===== src/mips_pkg.sv =====
package mips_pkg;

  localparam int WORD_W     = 32;  // Instruction and default data width
  localparam int OPCODE_W   = 6;
  localparam int FUNCT_W    = 6;
  localparam int REG_ADDR_W = 5;
  localparam int IMM_W      = 16;
  localparam int LOAD_W     = 3;   // Load-extension code width

  typedef logic [WORD_W-1:0]     word_t;
  typedef logic [OPCODE_W-1:0]   opcode_t;
  typedef logic [FUNCT_W-1:0]    funct_t;
  typedef logic [REG_ADDR_W-1:0] reg_addr_t;
  typedef logic [IMM_W-1:0]      imm_t;
  typedef logic [LOAD_W-1:0]     load_ctrl_t;

  localparam int        REG_COUNT = 32;
  localparam reg_addr_t RA_REG    = 5'd31;  // Link register

  // Load-extension codes, 4 is unused
  localparam load_ctrl_t LD_B  = 3'd0;  // Byte signed
  localparam load_ctrl_t LD_BU = 3'd1;  // Byte unsigned
  localparam load_ctrl_t LD_H  = 3'd2;
  localparam load_ctrl_t LD_HU = 3'd3;
  localparam load_ctrl_t LD_W  = 3'd5;
  localparam load_ctrl_t LD_WL = 3'd6;  // Word left
  localparam load_ctrl_t LD_WR = 3'd7;  // Word right

  typedef enum logic [1:0] {
    DST_RT = 2'b00,  // I-type target
    DST_RD = 2'b01,  // R-type target
    DST_RA = 2'b10   // Link to r31
  } dst_sel_t;

  typedef enum logic [1:0] {
    ALUOP_ADD   = 2'b00,  // Address calc and jumps
    ALUOP_SUB   = 2'b01,  // Branch compare
    ALUOP_FUNCT = 2'b10,  // Look up funct
    ALUOP_IMM   = 2'b11   // Look up opcode
  } aluop_t;

  typedef enum logic [3:0] {
    ALU_ADD, ALU_ADDU, ALU_SUB, ALU_SUBU,
    ALU_AND, ALU_OR, ALU_XOR, ALU_NOR,
    ALU_SLT, ALU_SLTU, ALU_SLL, ALU_SRL,
    ALU_SRA, ALU_LUI, ALU_PASSA
  } alu_ctrl_t;

  localparam opcode_t OP_RTYPE  = 6'b000000;
  localparam opcode_t OP_REGIMM = 6'b000001;
  localparam opcode_t OP_J      = 6'b000010;
  localparam opcode_t OP_JAL    = 6'b000011;
  localparam opcode_t OP_BEQ    = 6'b000100;
  localparam opcode_t OP_BNE    = 6'b000101;
  localparam opcode_t OP_BLEZ   = 6'b000110;
  localparam opcode_t OP_BGTZ   = 6'b000111;
  localparam opcode_t OP_ADDIU  = 6'b001001;
  localparam opcode_t OP_SLTI   = 6'b001010;
  localparam opcode_t OP_SLTIU  = 6'b001011;
  localparam opcode_t OP_ANDI   = 6'b001100;
  localparam opcode_t OP_ORI    = 6'b001101;
  localparam opcode_t OP_XORI   = 6'b001110;
  localparam opcode_t OP_LUI    = 6'b001111;
  localparam opcode_t OP_LB     = 6'b100000;
  localparam opcode_t OP_LH     = 6'b100001;
  localparam opcode_t OP_LWL    = 6'b100010;
  localparam opcode_t OP_LW     = 6'b100011;
  localparam opcode_t OP_LBU    = 6'b100100;
  localparam opcode_t OP_LHU    = 6'b100101;
  localparam opcode_t OP_LWR    = 6'b100110;
  localparam opcode_t OP_SB     = 6'b101000;
  localparam opcode_t OP_SH     = 6'b101001;
  localparam opcode_t OP_SW     = 6'b101011;

  localparam funct_t FN_SLL  = 6'b000000;
  localparam funct_t FN_SRL  = 6'b000010;
  localparam funct_t FN_SRA  = 6'b000011;
  localparam funct_t FN_JR   = 6'b001000;
  localparam funct_t FN_JALR = 6'b001001;
  localparam funct_t FN_MTHI = 6'b010001;
  localparam funct_t FN_MTLO = 6'b010011;
  localparam funct_t FN_ADD  = 6'b100000;
  localparam funct_t FN_ADDU = 6'b100001;
  localparam funct_t FN_SUB  = 6'b100010;
  localparam funct_t FN_SUBU = 6'b100011;
  localparam funct_t FN_AND  = 6'b100100;
  localparam funct_t FN_OR   = 6'b100101;
  localparam funct_t FN_XOR  = 6'b100110;
  localparam funct_t FN_NOR  = 6'b100111;
  localparam funct_t FN_SLT  = 6'b101010;
  localparam funct_t FN_SLTU = 6'b101011;

  // REGIMM branch selectors in the rt field
  localparam reg_addr_t RT_BLTZ   = 5'b00000;
  localparam reg_addr_t RT_BGEZ   = 5'b00001;
  localparam reg_addr_t RT_BLTZAL = 5'b10000;
  localparam reg_addr_t RT_BGEZAL = 5'b10001;

endpackage


===== src/ctrl_if.sv =====
`timescale 1ns/1ns

interface ctrl_if;

  logic                 reg_write;   // Writes a GPR
  mips_pkg::dst_sel_t   dst_sel;     // Which field names the target
  logic                 alu_src;     // Immediate as ALU operand B
  logic                 branch;
  logic                 mem_write;
  logic                 mem_to_reg;  // Result from memory
  logic                 jump;
  logic                 jump_reg;    // Target comes from rs
  mips_pkg::aluop_t     aluop;
  mips_pkg::load_ctrl_t load_ctrl;
  logic                 illegal;     // Undefined encoding

  modport dec (
    output reg_write, dst_sel, alu_src, branch,
    output mem_write, mem_to_reg, jump, jump_reg,
    output aluop, load_ctrl, illegal
  );

  modport user (
    input reg_write, dst_sel, alu_src, branch,
    input mem_write, mem_to_reg, jump, jump_reg,
    input aluop, load_ctrl, illegal
  );

endinterface


===== src/maindec.sv =====
`timescale 1ns/1ns

module maindec (
  input  mips_pkg::opcode_t   op,
  input  mips_pkg::funct_t    funct,
  input  mips_pkg::reg_addr_t rt,     // REGIMM selector
  ctrl_if.dec                 ctrl
);

  always_comb begin
    // All quiet unless an opcode below turns something on
    ctrl.reg_write  = 1'b0;
    ctrl.dst_sel    = mips_pkg::DST_RT;
    ctrl.alu_src    = 1'b0;
    ctrl.branch     = 1'b0;
    ctrl.mem_write  = 1'b0;
    ctrl.mem_to_reg = 1'b0;
    ctrl.jump       = 1'b0;
    ctrl.jump_reg   = 1'b0;
    ctrl.aluop      = mips_pkg::ALUOP_ADD;
    ctrl.illegal    = 1'b0;

    case (op)
      mips_pkg::OP_RTYPE: begin
        ctrl.aluop = mips_pkg::ALUOP_FUNCT;  // JR/JALR resolve to pass-a
        case (funct)
          mips_pkg::FN_JR: begin
            ctrl.jump     = 1'b1;
            ctrl.jump_reg = 1'b1;
          end
          mips_pkg::FN_JALR: begin
            ctrl.reg_write = 1'b1;
            ctrl.dst_sel   = mips_pkg::DST_RA;  // Link always in r31
            ctrl.jump      = 1'b1;
            ctrl.jump_reg  = 1'b1;
          end
          mips_pkg::FN_MTHI, mips_pkg::FN_MTLO: begin
            ctrl.reg_write = 1'b0;  // HI/LO live outside the GPRs
          end
          default: begin
            ctrl.reg_write = 1'b1;  // Plain ALU op into rd
            ctrl.dst_sel   = mips_pkg::DST_RD;
          end
        endcase
      end

      mips_pkg::OP_LB, mips_pkg::OP_LBU, mips_pkg::OP_LH, mips_pkg::OP_LHU,
      mips_pkg::OP_LW, mips_pkg::OP_LWL, mips_pkg::OP_LWR: begin
        ctrl.reg_write  = 1'b1;
        ctrl.alu_src    = 1'b1;  // Base plus offset
        ctrl.mem_to_reg = 1'b1;
      end

      mips_pkg::OP_SB, mips_pkg::OP_SH, mips_pkg::OP_SW: begin
        ctrl.alu_src   = 1'b1;
        ctrl.mem_write = 1'b1;
      end

      mips_pkg::OP_BEQ, mips_pkg::OP_BNE, mips_pkg::OP_BLEZ, mips_pkg::OP_BGTZ: begin
        ctrl.branch = 1'b1;
        ctrl.aluop  = mips_pkg::ALUOP_SUB;
      end

      mips_pkg::OP_REGIMM: begin
        case (rt)
          mips_pkg::RT_BLTZ, mips_pkg::RT_BGEZ: begin
            ctrl.branch = 1'b1;
            ctrl.aluop  = mips_pkg::ALUOP_SUB;
          end
          mips_pkg::RT_BLTZAL, mips_pkg::RT_BGEZAL: begin
            ctrl.branch    = 1'b1;
            ctrl.aluop     = mips_pkg::ALUOP_SUB;
            ctrl.reg_write = 1'b1;  // Return address into r31
            ctrl.dst_sel   = mips_pkg::DST_RA;
          end
          default: ctrl.illegal = 1'b1;  // Unknown rt code
        endcase
      end

      mips_pkg::OP_ADDIU, mips_pkg::OP_SLTI, mips_pkg::OP_SLTIU, mips_pkg::OP_ANDI,
      mips_pkg::OP_ORI, mips_pkg::OP_XORI, mips_pkg::OP_LUI: begin
        ctrl.reg_write = 1'b1;
        ctrl.alu_src   = 1'b1;
        ctrl.aluop     = mips_pkg::ALUOP_IMM;  // aludec picks by opcode
      end

      mips_pkg::OP_J: ctrl.jump = 1'b1;
      mips_pkg::OP_JAL: begin
        ctrl.jump      = 1'b1;
        ctrl.reg_write = 1'b1;
        ctrl.dst_sel   = mips_pkg::DST_RA;
      end

      default: ctrl.illegal = 1'b1;  // Control word stays zero
    endcase
  end

  // Extension code matters only for loads
  always_comb begin
    case (op)
      mips_pkg::OP_LBU: ctrl.load_ctrl = mips_pkg::LD_BU;
      mips_pkg::OP_LH:  ctrl.load_ctrl = mips_pkg::LD_H;
      mips_pkg::OP_LHU: ctrl.load_ctrl = mips_pkg::LD_HU;
      mips_pkg::OP_LW:  ctrl.load_ctrl = mips_pkg::LD_W;
      mips_pkg::OP_LWL: ctrl.load_ctrl = mips_pkg::LD_WL;
      mips_pkg::OP_LWR: ctrl.load_ctrl = mips_pkg::LD_WR;
      default:          ctrl.load_ctrl = mips_pkg::LD_B;  // LB and non-loads
    endcase
  end

endmodule


===== src/aludec.sv =====
`timescale 1ns/1ns

module aludec (
  input  mips_pkg::opcode_t   op,
  input  mips_pkg::funct_t    funct,
  ctrl_if.user                ctrl,      // Only aluop is used here
  output mips_pkg::alu_ctrl_t alu_ctrl
);

  mips_pkg::alu_ctrl_t funct_ctrl;  // R-type lookup
  mips_pkg::alu_ctrl_t imm_ctrl;    // Immediate-op lookup

  always_comb begin
    case (funct)
      mips_pkg::FN_ADD:  funct_ctrl = mips_pkg::ALU_ADD;
      mips_pkg::FN_ADDU: funct_ctrl = mips_pkg::ALU_ADDU;
      mips_pkg::FN_SUB:  funct_ctrl = mips_pkg::ALU_SUB;
      mips_pkg::FN_SUBU: funct_ctrl = mips_pkg::ALU_SUBU;
      mips_pkg::FN_AND:  funct_ctrl = mips_pkg::ALU_AND;
      mips_pkg::FN_OR:   funct_ctrl = mips_pkg::ALU_OR;
      mips_pkg::FN_XOR:  funct_ctrl = mips_pkg::ALU_XOR;
      mips_pkg::FN_NOR:  funct_ctrl = mips_pkg::ALU_NOR;
      mips_pkg::FN_SLT:  funct_ctrl = mips_pkg::ALU_SLT;
      mips_pkg::FN_SLTU: funct_ctrl = mips_pkg::ALU_SLTU;
      mips_pkg::FN_SLL:  funct_ctrl = mips_pkg::ALU_SLL;
      mips_pkg::FN_SRL:  funct_ctrl = mips_pkg::ALU_SRL;
      mips_pkg::FN_SRA:  funct_ctrl = mips_pkg::ALU_SRA;
      // Jump target and HI/LO source all pass rs straight through
      mips_pkg::FN_JR, mips_pkg::FN_JALR,
      mips_pkg::FN_MTHI, mips_pkg::FN_MTLO: funct_ctrl = mips_pkg::ALU_PASSA;
      default:           funct_ctrl = mips_pkg::ALU_ADD;  // Unlisted funct
    endcase
  end

  always_comb begin
    case (op)
      mips_pkg::OP_ADDIU: imm_ctrl = mips_pkg::ALU_ADDU;
      mips_pkg::OP_ANDI:  imm_ctrl = mips_pkg::ALU_AND;
      mips_pkg::OP_ORI:   imm_ctrl = mips_pkg::ALU_OR;
      mips_pkg::OP_XORI:  imm_ctrl = mips_pkg::ALU_XOR;
      mips_pkg::OP_SLTI:  imm_ctrl = mips_pkg::ALU_SLT;
      mips_pkg::OP_SLTIU: imm_ctrl = mips_pkg::ALU_SLTU;
      mips_pkg::OP_LUI:   imm_ctrl = mips_pkg::ALU_LUI;
      default:            imm_ctrl = mips_pkg::ALU_ADD;
    endcase
  end

  always_comb begin
    case (ctrl.aluop)
      mips_pkg::ALUOP_ADD:   alu_ctrl = mips_pkg::ALU_ADD;
      mips_pkg::ALUOP_SUB:   alu_ctrl = mips_pkg::ALU_SUB;  // Compare for branches
      mips_pkg::ALUOP_FUNCT: alu_ctrl = funct_ctrl;
      mips_pkg::ALUOP_IMM:   alu_ctrl = imm_ctrl;
      default:               alu_ctrl = mips_pkg::ALU_ADD;
    endcase
  end

endmodule


===== src/regfile.sv =====
`timescale 1ns/1ns

module regfile #(
  parameter int DATA_W = 32
) (
  input  logic                clk,
  input  logic                rst_n,
  input  mips_pkg::reg_addr_t ra1,   // rs read port
  input  mips_pkg::reg_addr_t ra2,   // rt read port
  output logic [DATA_W-1:0]   rd1,
  output logic [DATA_W-1:0]   rd2,
  input  logic                we,    // Writeback strobe
  input  mips_pkg::reg_addr_t wa,
  input  logic [DATA_W-1:0]   wd
);

  logic [DATA_W-1:0] regs [1:mips_pkg::REG_COUNT-1];  // No storage for r0

  function automatic logic [DATA_W-1:0] read_port(input mips_pkg::reg_addr_t ra);
    logic [DATA_W-1:0] val;
    if (ra == '0) begin
      val = '0;                                  // r0 reads zero
    end else if (we && (wa == ra)) begin
      val = wd;                                  // Write-first bypass
    end else begin
      val = regs[ra];
    end
    return val;
  endfunction

  always_comb rd1 = read_port(ra1);
  always_comb rd2 = read_port(ra2);

  always_ff @(posedge clk or negedge rst_n) begin
    if (!rst_n) begin
      for (int i = 1; i < mips_pkg::REG_COUNT; i++) begin
        regs[i] <= '0;
      end
    end else if (we && (wa != '0)) begin
      regs[wa] <= wd;                            // Writes to r0 dropped
    end
  end

endmodule


===== src/decode_stage.sv =====
`timescale 1ns/1ns

module decode_stage #(
  parameter int DATA_W = 32
) (
  input  logic                 clk,
  input  logic                 rst_n,
  input  logic                 instr_valid,   // One-cycle strobe
  input  mips_pkg::word_t      instr,
  input  logic                 wb_en,
  input  mips_pkg::reg_addr_t  wb_addr,
  input  logic [DATA_W-1:0]    wb_data,
  output logic                 ex_valid,
  output logic                 ex_reg_write,
  output mips_pkg::reg_addr_t  ex_dst,
  output logic                 ex_alu_src,
  output logic                 ex_branch,
  output logic                 ex_mem_write,
  output logic                 ex_mem_to_reg,
  output logic                 ex_jump,
  output logic                 ex_jump_reg,
  output mips_pkg::alu_ctrl_t  ex_alu_ctrl,
  output mips_pkg::load_ctrl_t ex_load_ctrl,
  output logic                 ex_illegal,
  output logic [DATA_W-1:0]    ex_rs_data,
  output logic [DATA_W-1:0]    ex_rt_data,
  output logic [DATA_W-1:0]    ex_imm
);

  logic                id_valid;   // IF/ID occupancy
  mips_pkg::word_t     id_instr;
  mips_pkg::opcode_t   op;
  mips_pkg::funct_t    funct;
  mips_pkg::reg_addr_t rs;
  mips_pkg::reg_addr_t rt;
  mips_pkg::reg_addr_t rd;
  mips_pkg::reg_addr_t dst;
  mips_pkg::imm_t      imm;
  logic [DATA_W-1:0]   imm_x;      // Extended immediate
  logic [DATA_W-1:0]   rs_data;
  logic [DATA_W-1:0]   rt_data;
  mips_pkg::alu_ctrl_t alu_ctrl;

  ctrl_if ctrl_d ();               // Combinational decode result

  always_ff @(posedge clk or negedge rst_n) begin
    if (!rst_n) begin
      id_valid <= 1'b0;
    end else begin
      id_valid <= instr_valid;
    end
  end

  always_ff @(posedge clk) begin
    if (instr_valid) id_instr <= instr;  // Hold last word between strobes
  end

  assign op    = id_instr[31:26];
  assign rs    = id_instr[25:21];
  assign rt    = id_instr[20:16];
  assign rd    = id_instr[15:11];
  assign imm   = id_instr[15:0];
  assign funct = id_instr[5:0];

  maindec u_maindec (.op(op), .funct(funct), .rt(rt), .ctrl(ctrl_d.dec));

  aludec u_aludec (.op(op), .funct(funct), .ctrl(ctrl_d.user), .alu_ctrl(alu_ctrl));

  regfile #(.DATA_W(DATA_W)) u_regfile (
    .clk(clk), .rst_n(rst_n),
    .ra1(rs), .ra2(rt), .rd1(rs_data), .rd2(rt_data),
    .we(wb_en), .wa(wb_addr), .wd(wb_data)
  );

  always_comb begin
    case (ctrl_d.dst_sel)
      mips_pkg::DST_RD: dst = rd;
      mips_pkg::DST_RA: dst = mips_pkg::RA_REG;
      default:          dst = rt;
    endcase
  end

  // Logical immediates zero-extend, LUI fills the upper half
  always_comb begin
    case (op)
      mips_pkg::OP_ANDI, mips_pkg::OP_ORI, mips_pkg::OP_XORI: imm_x = DATA_W'(imm);
      mips_pkg::OP_LUI: imm_x = DATA_W'({imm, 16'h0000});
      default:          imm_x = DATA_W'($signed(imm));  // Sign-extend
    endcase
  end

  // Bubbles clear every control bit so no write leaks through
  always_ff @(posedge clk or negedge rst_n) begin
    if (!rst_n) begin
      ex_valid      <= 1'b0;
      ex_reg_write  <= 1'b0;
      ex_alu_src    <= 1'b0;
      ex_branch     <= 1'b0;
      ex_mem_write  <= 1'b0;
      ex_mem_to_reg <= 1'b0;
      ex_jump       <= 1'b0;
      ex_jump_reg   <= 1'b0;
      ex_illegal    <= 1'b0;
    end else begin
      ex_valid      <= id_valid;
      ex_reg_write  <= id_valid & ctrl_d.reg_write;
      ex_alu_src    <= id_valid & ctrl_d.alu_src;
      ex_branch     <= id_valid & ctrl_d.branch;
      ex_mem_write  <= id_valid & ctrl_d.mem_write;
      ex_mem_to_reg <= id_valid & ctrl_d.mem_to_reg;
      ex_jump       <= id_valid & ctrl_d.jump;
      ex_jump_reg   <= id_valid & ctrl_d.jump_reg;
      ex_illegal    <= id_valid & ctrl_d.illegal;
    end
  end

  always_ff @(posedge clk) begin
    if (id_valid) begin            // Payload only moves with a valid slot
      ex_dst       <= dst;
      ex_alu_ctrl  <= alu_ctrl;
      ex_load_ctrl <= ctrl_d.load_ctrl;
      ex_rs_data   <= rs_data;
      ex_rt_data   <= rt_data;
      ex_imm       <= imm_x;
    end
  end

endmodule


===== src/mips_decode_top.sv =====
`timescale 1ns/1ns

module mips_decode_top #(
  parameter int DATA_W = 32        // 64 also supported
) (
  input  logic                 clk,
  input  logic                 rst_n,
  input  logic                 instr_valid,
  input  mips_pkg::word_t      instr,
  input  logic                 wb_en,          // Writeback from later stage
  input  mips_pkg::reg_addr_t  wb_addr,
  input  logic [DATA_W-1:0]    wb_data,
  output logic                 ex_valid,
  output logic                 ex_reg_write,
  output mips_pkg::reg_addr_t  ex_dst,         // r31 for links
  output logic                 ex_alu_src,
  output logic                 ex_branch,
  output logic                 ex_mem_write,
  output logic                 ex_mem_to_reg,
  output logic                 ex_jump,
  output logic                 ex_jump_reg,
  output mips_pkg::alu_ctrl_t  ex_alu_ctrl,
  output mips_pkg::load_ctrl_t ex_load_ctrl,
  output logic                 ex_illegal,
  output logic [DATA_W-1:0]    ex_rs_data,
  output logic [DATA_W-1:0]    ex_rt_data,
  output logic [DATA_W-1:0]    ex_imm
);

  decode_stage #(.DATA_W(DATA_W)) u_decode (
    .clk          (clk),
    .rst_n        (rst_n),
    .instr_valid  (instr_valid),
    .instr        (instr),
    .wb_en        (wb_en),
    .wb_addr      (wb_addr),
    .wb_data      (wb_data),
    .ex_valid     (ex_valid),
    .ex_reg_write (ex_reg_write),
    .ex_dst       (ex_dst),
    .ex_alu_src   (ex_alu_src),
    .ex_branch    (ex_branch),
    .ex_mem_write (ex_mem_write),
    .ex_mem_to_reg(ex_mem_to_reg),
    .ex_jump      (ex_jump),
    .ex_jump_reg  (ex_jump_reg),
    .ex_alu_ctrl  (ex_alu_ctrl),
    .ex_load_ctrl (ex_load_ctrl),
    .ex_illegal   (ex_illegal),
    .ex_rs_data   (ex_rs_data),
    .ex_rt_data   (ex_rt_data),
    .ex_imm       (ex_imm)
  );

endmodule


===== config.mk =====
export PLATFORM = sky130hd
export DESIGN_NAME = mips_decode_top
export DESIGN_NICKNAME = d
export VERILOG_FILES = /design/src/mips_pkg.sv /design/src/ctrl_if.sv /design/src/maindec.sv /design/src/aludec.sv /design/src/regfile.sv /design/src/decode_stage.sv /design/src/mips_decode_top.sv
export SDC_FILE = /design/constraint.sdc
export NUM_CORES = 2
export LEC_CHECK = 0
export ABC_AREA = 1
export BUFFER_PORTS_ARGS = -buffer_cell sky130_fd_sc_hd__buf_2
export CORE_MARGIN = 2
export CORE_UTILIZATION = 40
export CTS_BUF_LIST = sky130_fd_sc_hd__clkbuf_4 sky130_fd_sc_hd__clkbuf_8
export DETAILED_ROUTE_END_ITERATION = 10
export HOLD_SLACK_MARGIN = 0.1
export SLEW_MARGIN = 10
export SYNTH_ARGS = -nofsm -noshare
export SYNTH_HDL_FRONTEND = slang
export SYNTH_HIERARCHICAL = 1
export SYNTH_SLANG_ARGS = --single-unit
export TNS_END_PERCENT = 100

===== constraint.sdc =====
create_clock -name clk -period 2.9 [get_ports clk]
set_clock_uncertainty 0.1 [all_clocks]
set_input_delay 0.145 -clock clk [delete_from_list [all_inputs] [get_ports clk]]
set_output_delay 0.145 -clock clk [all_outputs]
set_load 0.1 [all_outputs]

After elaboration in Yosys (flattened, before gate mapping)

Memories as Yosys holds them, arrays and structs flattened. A register that Yosys moved wholly into a read port is not among the register bits.
Cells that the tools add are included.

Register bits: 1142
Bits in latches: 0
RAM bits: 0
Memory bits (read-only): 256
Input port bits: 73
Output and inout port bits: 117
Logic and storage cells: 159
Memories kept: 1

Memories:

| memory          | words | bits a word | rd ports | clocked after memory_dff | write ports | line         | source |
|---|---|---|---|---|---|---|---|
| (no name shown) | 64    | 4           | 1        | 1                        | 0           | aludec.sv:14 | `case (funct)` |

Add/subtract/negate cells: 0
$mul: 0
Div/mod/pow operators: 0
Order comparisons: 4
Equality and inequality tests: 38
Shifts and indexed selects: 0
Multiplexer cells: 35
Bitwise logic cells: 11
Reduce and logical (&&, ||, !) cells: 22

Operators with widths:

| cell                                                            | number |
|---|---|
| 992-bit bitwise mux                                             | 1 |
| 32-bit binary-select mux with 5-bit select                      | 2 |
| 32-bit 2-to-1 mux                                               | 7 |
| 32-bit demux with 5-bit select                                  | 1 |
| 32-bit one-hot mux with 2 select lines                          | 1 |
| 6-bit == test, second input constant                            | 10 |
| 6-bit by 4-bit == test with 1-bit output, second input constant | 9 |
| 4-bit one-hot mux with 7 select lines                           | 1 |
| 6-bit by 3-bit == test with 1-bit output, second input constant | 4 |
| 24-bit OR reduction                                             | 1 |
| 6-bit greater-or-equal comparator, second input constant        | 3 |
| 5-bit NOT with 6-bit output                                     | 3 |
| 3-bit one-hot mux with 6 select lines                           | 1 |
| 17-bit OR reduction                                             | 1 |
| 4-bit one-hot mux with 4 select lines                           | 1 |
| 15-bit OR reduction                                             | 1 |
| 7-bit OR reduction                                              | 2 |
| 6-bit by 2-bit == test with 1-bit output, second input constant | 2 |
| 6-bit by 5-bit == test with 1-bit output, second input constant | 2 |
| 5-bit == test                                                   | 2 |
| 5-bit == test, second input constant                            | 2 |
| 5-bit zero test                                                 | 2 |
| 1-bit 2-to-1 mux                                                | 10 |
| 5-bit one-hot mux with 2 select lines                           | 1 |
| 20 further kinds                                                | 40 |

Longest topological paths before layout

Depth in word-level cells: 6
Depth in mapped cells: 13

Cells and area by module

Netlist, hierarchy kept.

By module, submodules not included:

| module       | times used | cells an instance | area an instance (sq um) | seq. area each (sq um) |
|---|---|---|---|---|
| regfile      | 1          | 8046              | 55653.4                  | 24823.8 |
| decode_stage | 1          | 248               | 4991.0                   | 4454.3 |
| maindec      | 1          | 92                | 465.4                    | 0.0 |
| aludec       | 1          | 52                | 230.2                    | 0.0 |

Least setup slack after synthesis

No wires, ideal clock.

Kind: register to register
Start point: reg u_decode.id_valid
End point: reg u_decode.ex_reg_write
Data arrival time: 2.946 ns
Required time: 2.737 ns
Setup slack: -0.209 ns
Cell stages (with the launch flop): 4
Buffers on the path: 1
Clock period less this slack: 3.109 ns
Cells stage by stage: dfrtp_1 -> clkbuf_1 -> nand2_1 -> inv_1

Longest elaborated chain between the ends: 1

Ends and longest elaborated chain:

| element                | line                | source |
|---|---|---|
| start, declared        | decode_stage.sv:30  | `logic id_valid;` |
| start signal, assigned | decode_stage.sv:50  | `id_valid <= instr_valid;` |
| 1-bit AND              | decode_stage.sv:106 | `ex_reg_write <= id_valid & ctrl_d.reg_write;` |
| end signal, assigned   | decode_stage.sv:106 |  |
| end, declared          | decode_stage.sv:14  | `output logic ex_reg_write,` |

Every way passes these cells.
A chain may end at the register's enable or synchronous reset.

Worst setup path after layout

Start point: in wb_addr[2]
End point: reg u_decode/u_regfile/regs[360] (netlist name)

Longest elaborated chain between the ends: 6

Ends and longest elaborated chain:

| element                                                                                                                         | line                  | source |
|---|---|---|
| start, declared                                                                                                                 | mips_decode_top.sv:11 | `input mips_pkg::reg_addr_t wb_addr,` |
| 5-bit NOT with 6-bit output (not written as such)                                                                               | regfile.sv:40         | `regs[wa] <= wd;` |
| 6-bit greater-or-equal comparator (not written as such) / 6-bit by 1-bit < comparator with 1-bit output (equally long branches) | regfile.sv:40         |  |
| 1-bit logical AND (not written as such)                                                                                         | regfile.sv:40         |  |
| 32-bit 2-to-1 mux (not written as such)                                                                                         | regfile.sv:40         |  |
| 32-bit demux with 5-bit select                                                                                                  | regfile.sv:40         |  |
| 992-bit bitwise mux                                                                                                             | regfile.sv:40         |  |
| end signal, assigned by index                                                                                                   | regfile.sv:40         |  |
| end, declared                                                                                                                   | regfile.sv:17         | `logic [DATA_W-1:0] regs [1:mips_pkg::REG_COUNT-1];` |

Parallel ways exist; a longest one is shown, timed or not.

==> flow_metrics.py <==
metrics = {
    "run_status": {
        "status": "completed",
    },
    "timing": {
        "slew_headroom_pct": 25.7,
        "hold_viol_final": 0,
        "tns_ns": 0,
        "finalCritPeriodShare_pct": 97.3,
        "tightest_slew_ns": 1.11,
        "fmax_mhz": 354,
        "drv_slew": 0,
        "setup-violations-final": 0,
        "rsz0062_at_grt": "no",
        "period_needed_ns": 2.82,
    },
    "drt": {
        "wl_met3_um": 29200,
        "vias": 61900,
        "first_pass_iters": 8,
        "drc": 0,
        "routed_wl_um": 257000,
        "wl_met2_um": 110000,
        "met1_length_um": 104000,
        "first_iter_violations": 8492,
        "highest_layer": "met5",
        "wl_per_cell_um": 23.9,
        "drtAntennaViolNets": 0,
        "viasPerCell": 5.75,
    },
    "synth": {
        "synthArstFlopShare_pct": 87.7,
        "syn_inst": 8438,
        "synth_cell_types": 36,
        "syn_area_sq_mm": 0.0613,
        "synth_ff_type": "dfrtp_1",
        "synth_seq_cells": 1142,
        "synth_edf_count": 140,
        "synth_area_per_cell_sq_um": 7.27,
        "synth_nets": 8513,
        "seq_area_frac_synth_pct": 47.7,
        "yosys_warnings": 6,
    },
    "worst_setup_path": {
        "crit_arrival_ns": 3.55,
        "critPathMaxFanout": 25,
        "r2r_slack_ns": 0.22,
        "criticalPathCategory": "input port to register",
        "required_ns": 3.63,
        "crit_path_end_kind": "register",
        "crit_path_start_kind": "input port",
    },
    "global_route": {
        "antenna_found_initial": 10,
        "grt_pass1_vias": 58000,
        "grt_max_degree": 108,
        "grt_use_total_pct": 32.2,
        "grt_pass1_wl_um": 380000,
        "overflow": 0,
    },
    "die": {
        "start_util_pct": 40.3,
        "coreArea_sq_mm": 0.152,
        "fp.dieH_um": 396,
        "die_area_sq_mm": 0.156,
        "num_rows": 143,
        "pin_count": 190,
        "die_x_um": 396,
    },
    "clock_tree": {
        "cts_max_level": 4,
        "clk_pin_slew_ns": 0.06,
        "cts_resized": 0,
        "root_buffer": "clkbuf_8",
        "clock-sinks": 1142,
        "worstSkewPairLatency_ns": 1.01,
        "cts.path.max_buffers": 3,
        "cts_tree": "built",
        "cts_buffers": 203,
    },
    "power": {
        "ir_drop_uv": 541,
        "pwr-share-seq_pct": 42.4,
        "powerDensity_mw_per_mm2": 701,
        "p_sw_share_pct": 35.7,
        "power.leakage_nw": 33.7,
        "p_switching_w": 0.0180,
        "power.internal_w": 0.0324,
        "pwr-share-comb_pct": 23.8,
        "pwr-share-clk_pct": 33.8,
    },
    "cells_and_area": {
        "areaGrowthSynthToFinish_pct": 17.2,
        "final_common_cell": "nand2_1",
        "stdcell_count": 10800,
        "largest_register_ffs": 992,
        "fin_nets": 8632,
        "drive_above_1_share_pct": 10.5,
        "regMostFlops": "u_decode/u_regfile/regs",
        "mostFrequentLayoutCells": "nand2_1 (2578), dfrtp_1 (1001), o21ai_0 (995), nand3_1 (875), nor2_1 (610)",
        "finalInstanceArea_sq_mm": 0.0719,
    },
    "min_path": {
        "worstHoldPathType": "input port to register",
    },
    "placement": {
        "place_area_sq_mm": 0.0655,
        "placed_cells": 10200,
        "portBuffers": 189,
        "place.gp.congestion": 0.876,
        "dpl.hpwl_um": 143000,
    },
    "flow_run": {
        "maxCapViolCount": 0,
    },
}
-- worst paths after layout --
path                                         startpoint                           end  cells past startpoint
max                                          wb_addr[2]  u_decode/u_regfile/regs[360]                      9
min                                          wb_data[8]  u_decode/u_regfile/regs[616]                      4
max reg2reg                       u_decode/id_instr[16]        u_decode/ex_rt_data[7]                      8
min reg2reg                u_decode/u_regfile/regs[797]  u_decode/u_regfile/regs[797]                      2
max in group asynchronous                         rst_n  u_decode/u_regfile/regs[521]                      4
min in group asynchronous                         rst_n           u_decode/ex_illegal                      4
-- cells in the mapped netlist, drive strengths merged (2+ instances only) --
| cell type | instances | area, sq um |
|---|---|---|
| nand2 | 2607 | 9820 |
| o21ai | 1026 | 5130 |
| dfrtp | 1002 | 25100 |
| nand3 | 883 | 4450 |
| nor2 | 633 | 2450 |
| inv | 623 | 2340 |
| clkbuf | 584 | 2190 |
| a21oi | 422 | 2110 |
| o211ai | 347 | 2610 |
| edfxtp | 140 | 4200 |
| buf | 84 | 382 |
| or2 | 31 | 194 |
| a21boi | 16 | 120 |
| nor3 | 15 | 90.1 |
| nand4 | 7 | 43.8 |
| clkinv | 5 | 18.8 |
| and3 | 3 | 18.8 |
| o22ai | 3 | 18.8 |
| ha | 2 | 25.0 |
-- metrics by stage --
| step | setup WS [ns] | util, % | total power (W) | hold slack [ns] |
|---|---|---|---|---|
| 2_1_floorplan | 0.756 | - | 0.0291 | -0.251 |
| 3_3_place_gp | 0.323 | 43.1 | 0.0328 | 0.108 |
| 3_5_place_dp | 0.287 | 43.1 | 0.0331 | 0.105 |
| 4_1_cts | 0.274 | 47.2 | 0.0502 | 0.112 |
| 5_1_grt | 0.0795 | 47.3 | 0.0528 | 0.201 |
| 6_report | 0.0773 | 47.3 | 0.0503 | 0.206 |
-- power groups by stage --
stage	clock (W)	combinational [W]	sequential, W
after floorplan	0	0.00669	0.0224
after global placement	0	0.0113	0.0214
after detailed placement	0	0.0116	0.0215
after CTS	0.0172	0.0118	0.0213
after global routing	0.0179	0.0133	0.0217
final	0.0170	0.0120	0.0214
-- layout make-up --
cell class,instances,area (sq um)
Tap cell,2030,2540
Sequential cell,1142,29300
Clock inverter,51,518
Timing Repair Buffer,582,5650
Fill cell,15100,80200
Inverter,628,2390
Clock buffer,328,4100
Multi-Input combinational cell,6000,27400
Antenna cell,2,5.00
-- critical path: stages --
cell and delay (ns):
dlygate4sd3_1 0.53, buf_2 0.29, inv_2 0.17, nor3_1 0.37, inv_1 0.24, nor2_4 0.17, buf_12 0.24, dlygate4sd3_1 1.20
o21ai_0 0.16
-- kinds of logic after synthesis --
kind of cell	share of synthesized area, %
buf+inv	8.04
fa+ha+maj	0.0408
compound gates	16.3
simple gates	27.9
flops	47.7
-- what timing repair did --
item,in CTS,in global routing
setup buffers,0,0
hold buffers,168,0
endpoints found under the hold margin,2123,0
-- layer usage --
metal,up-vias,track usage [%]
li1,27800,-
met1,29400,44.0
met2,3907,47.9
met3,785,7.25
met4,8,16.5
met5,-,0
No activity file was read; power rests on OpenSTA's default activity.
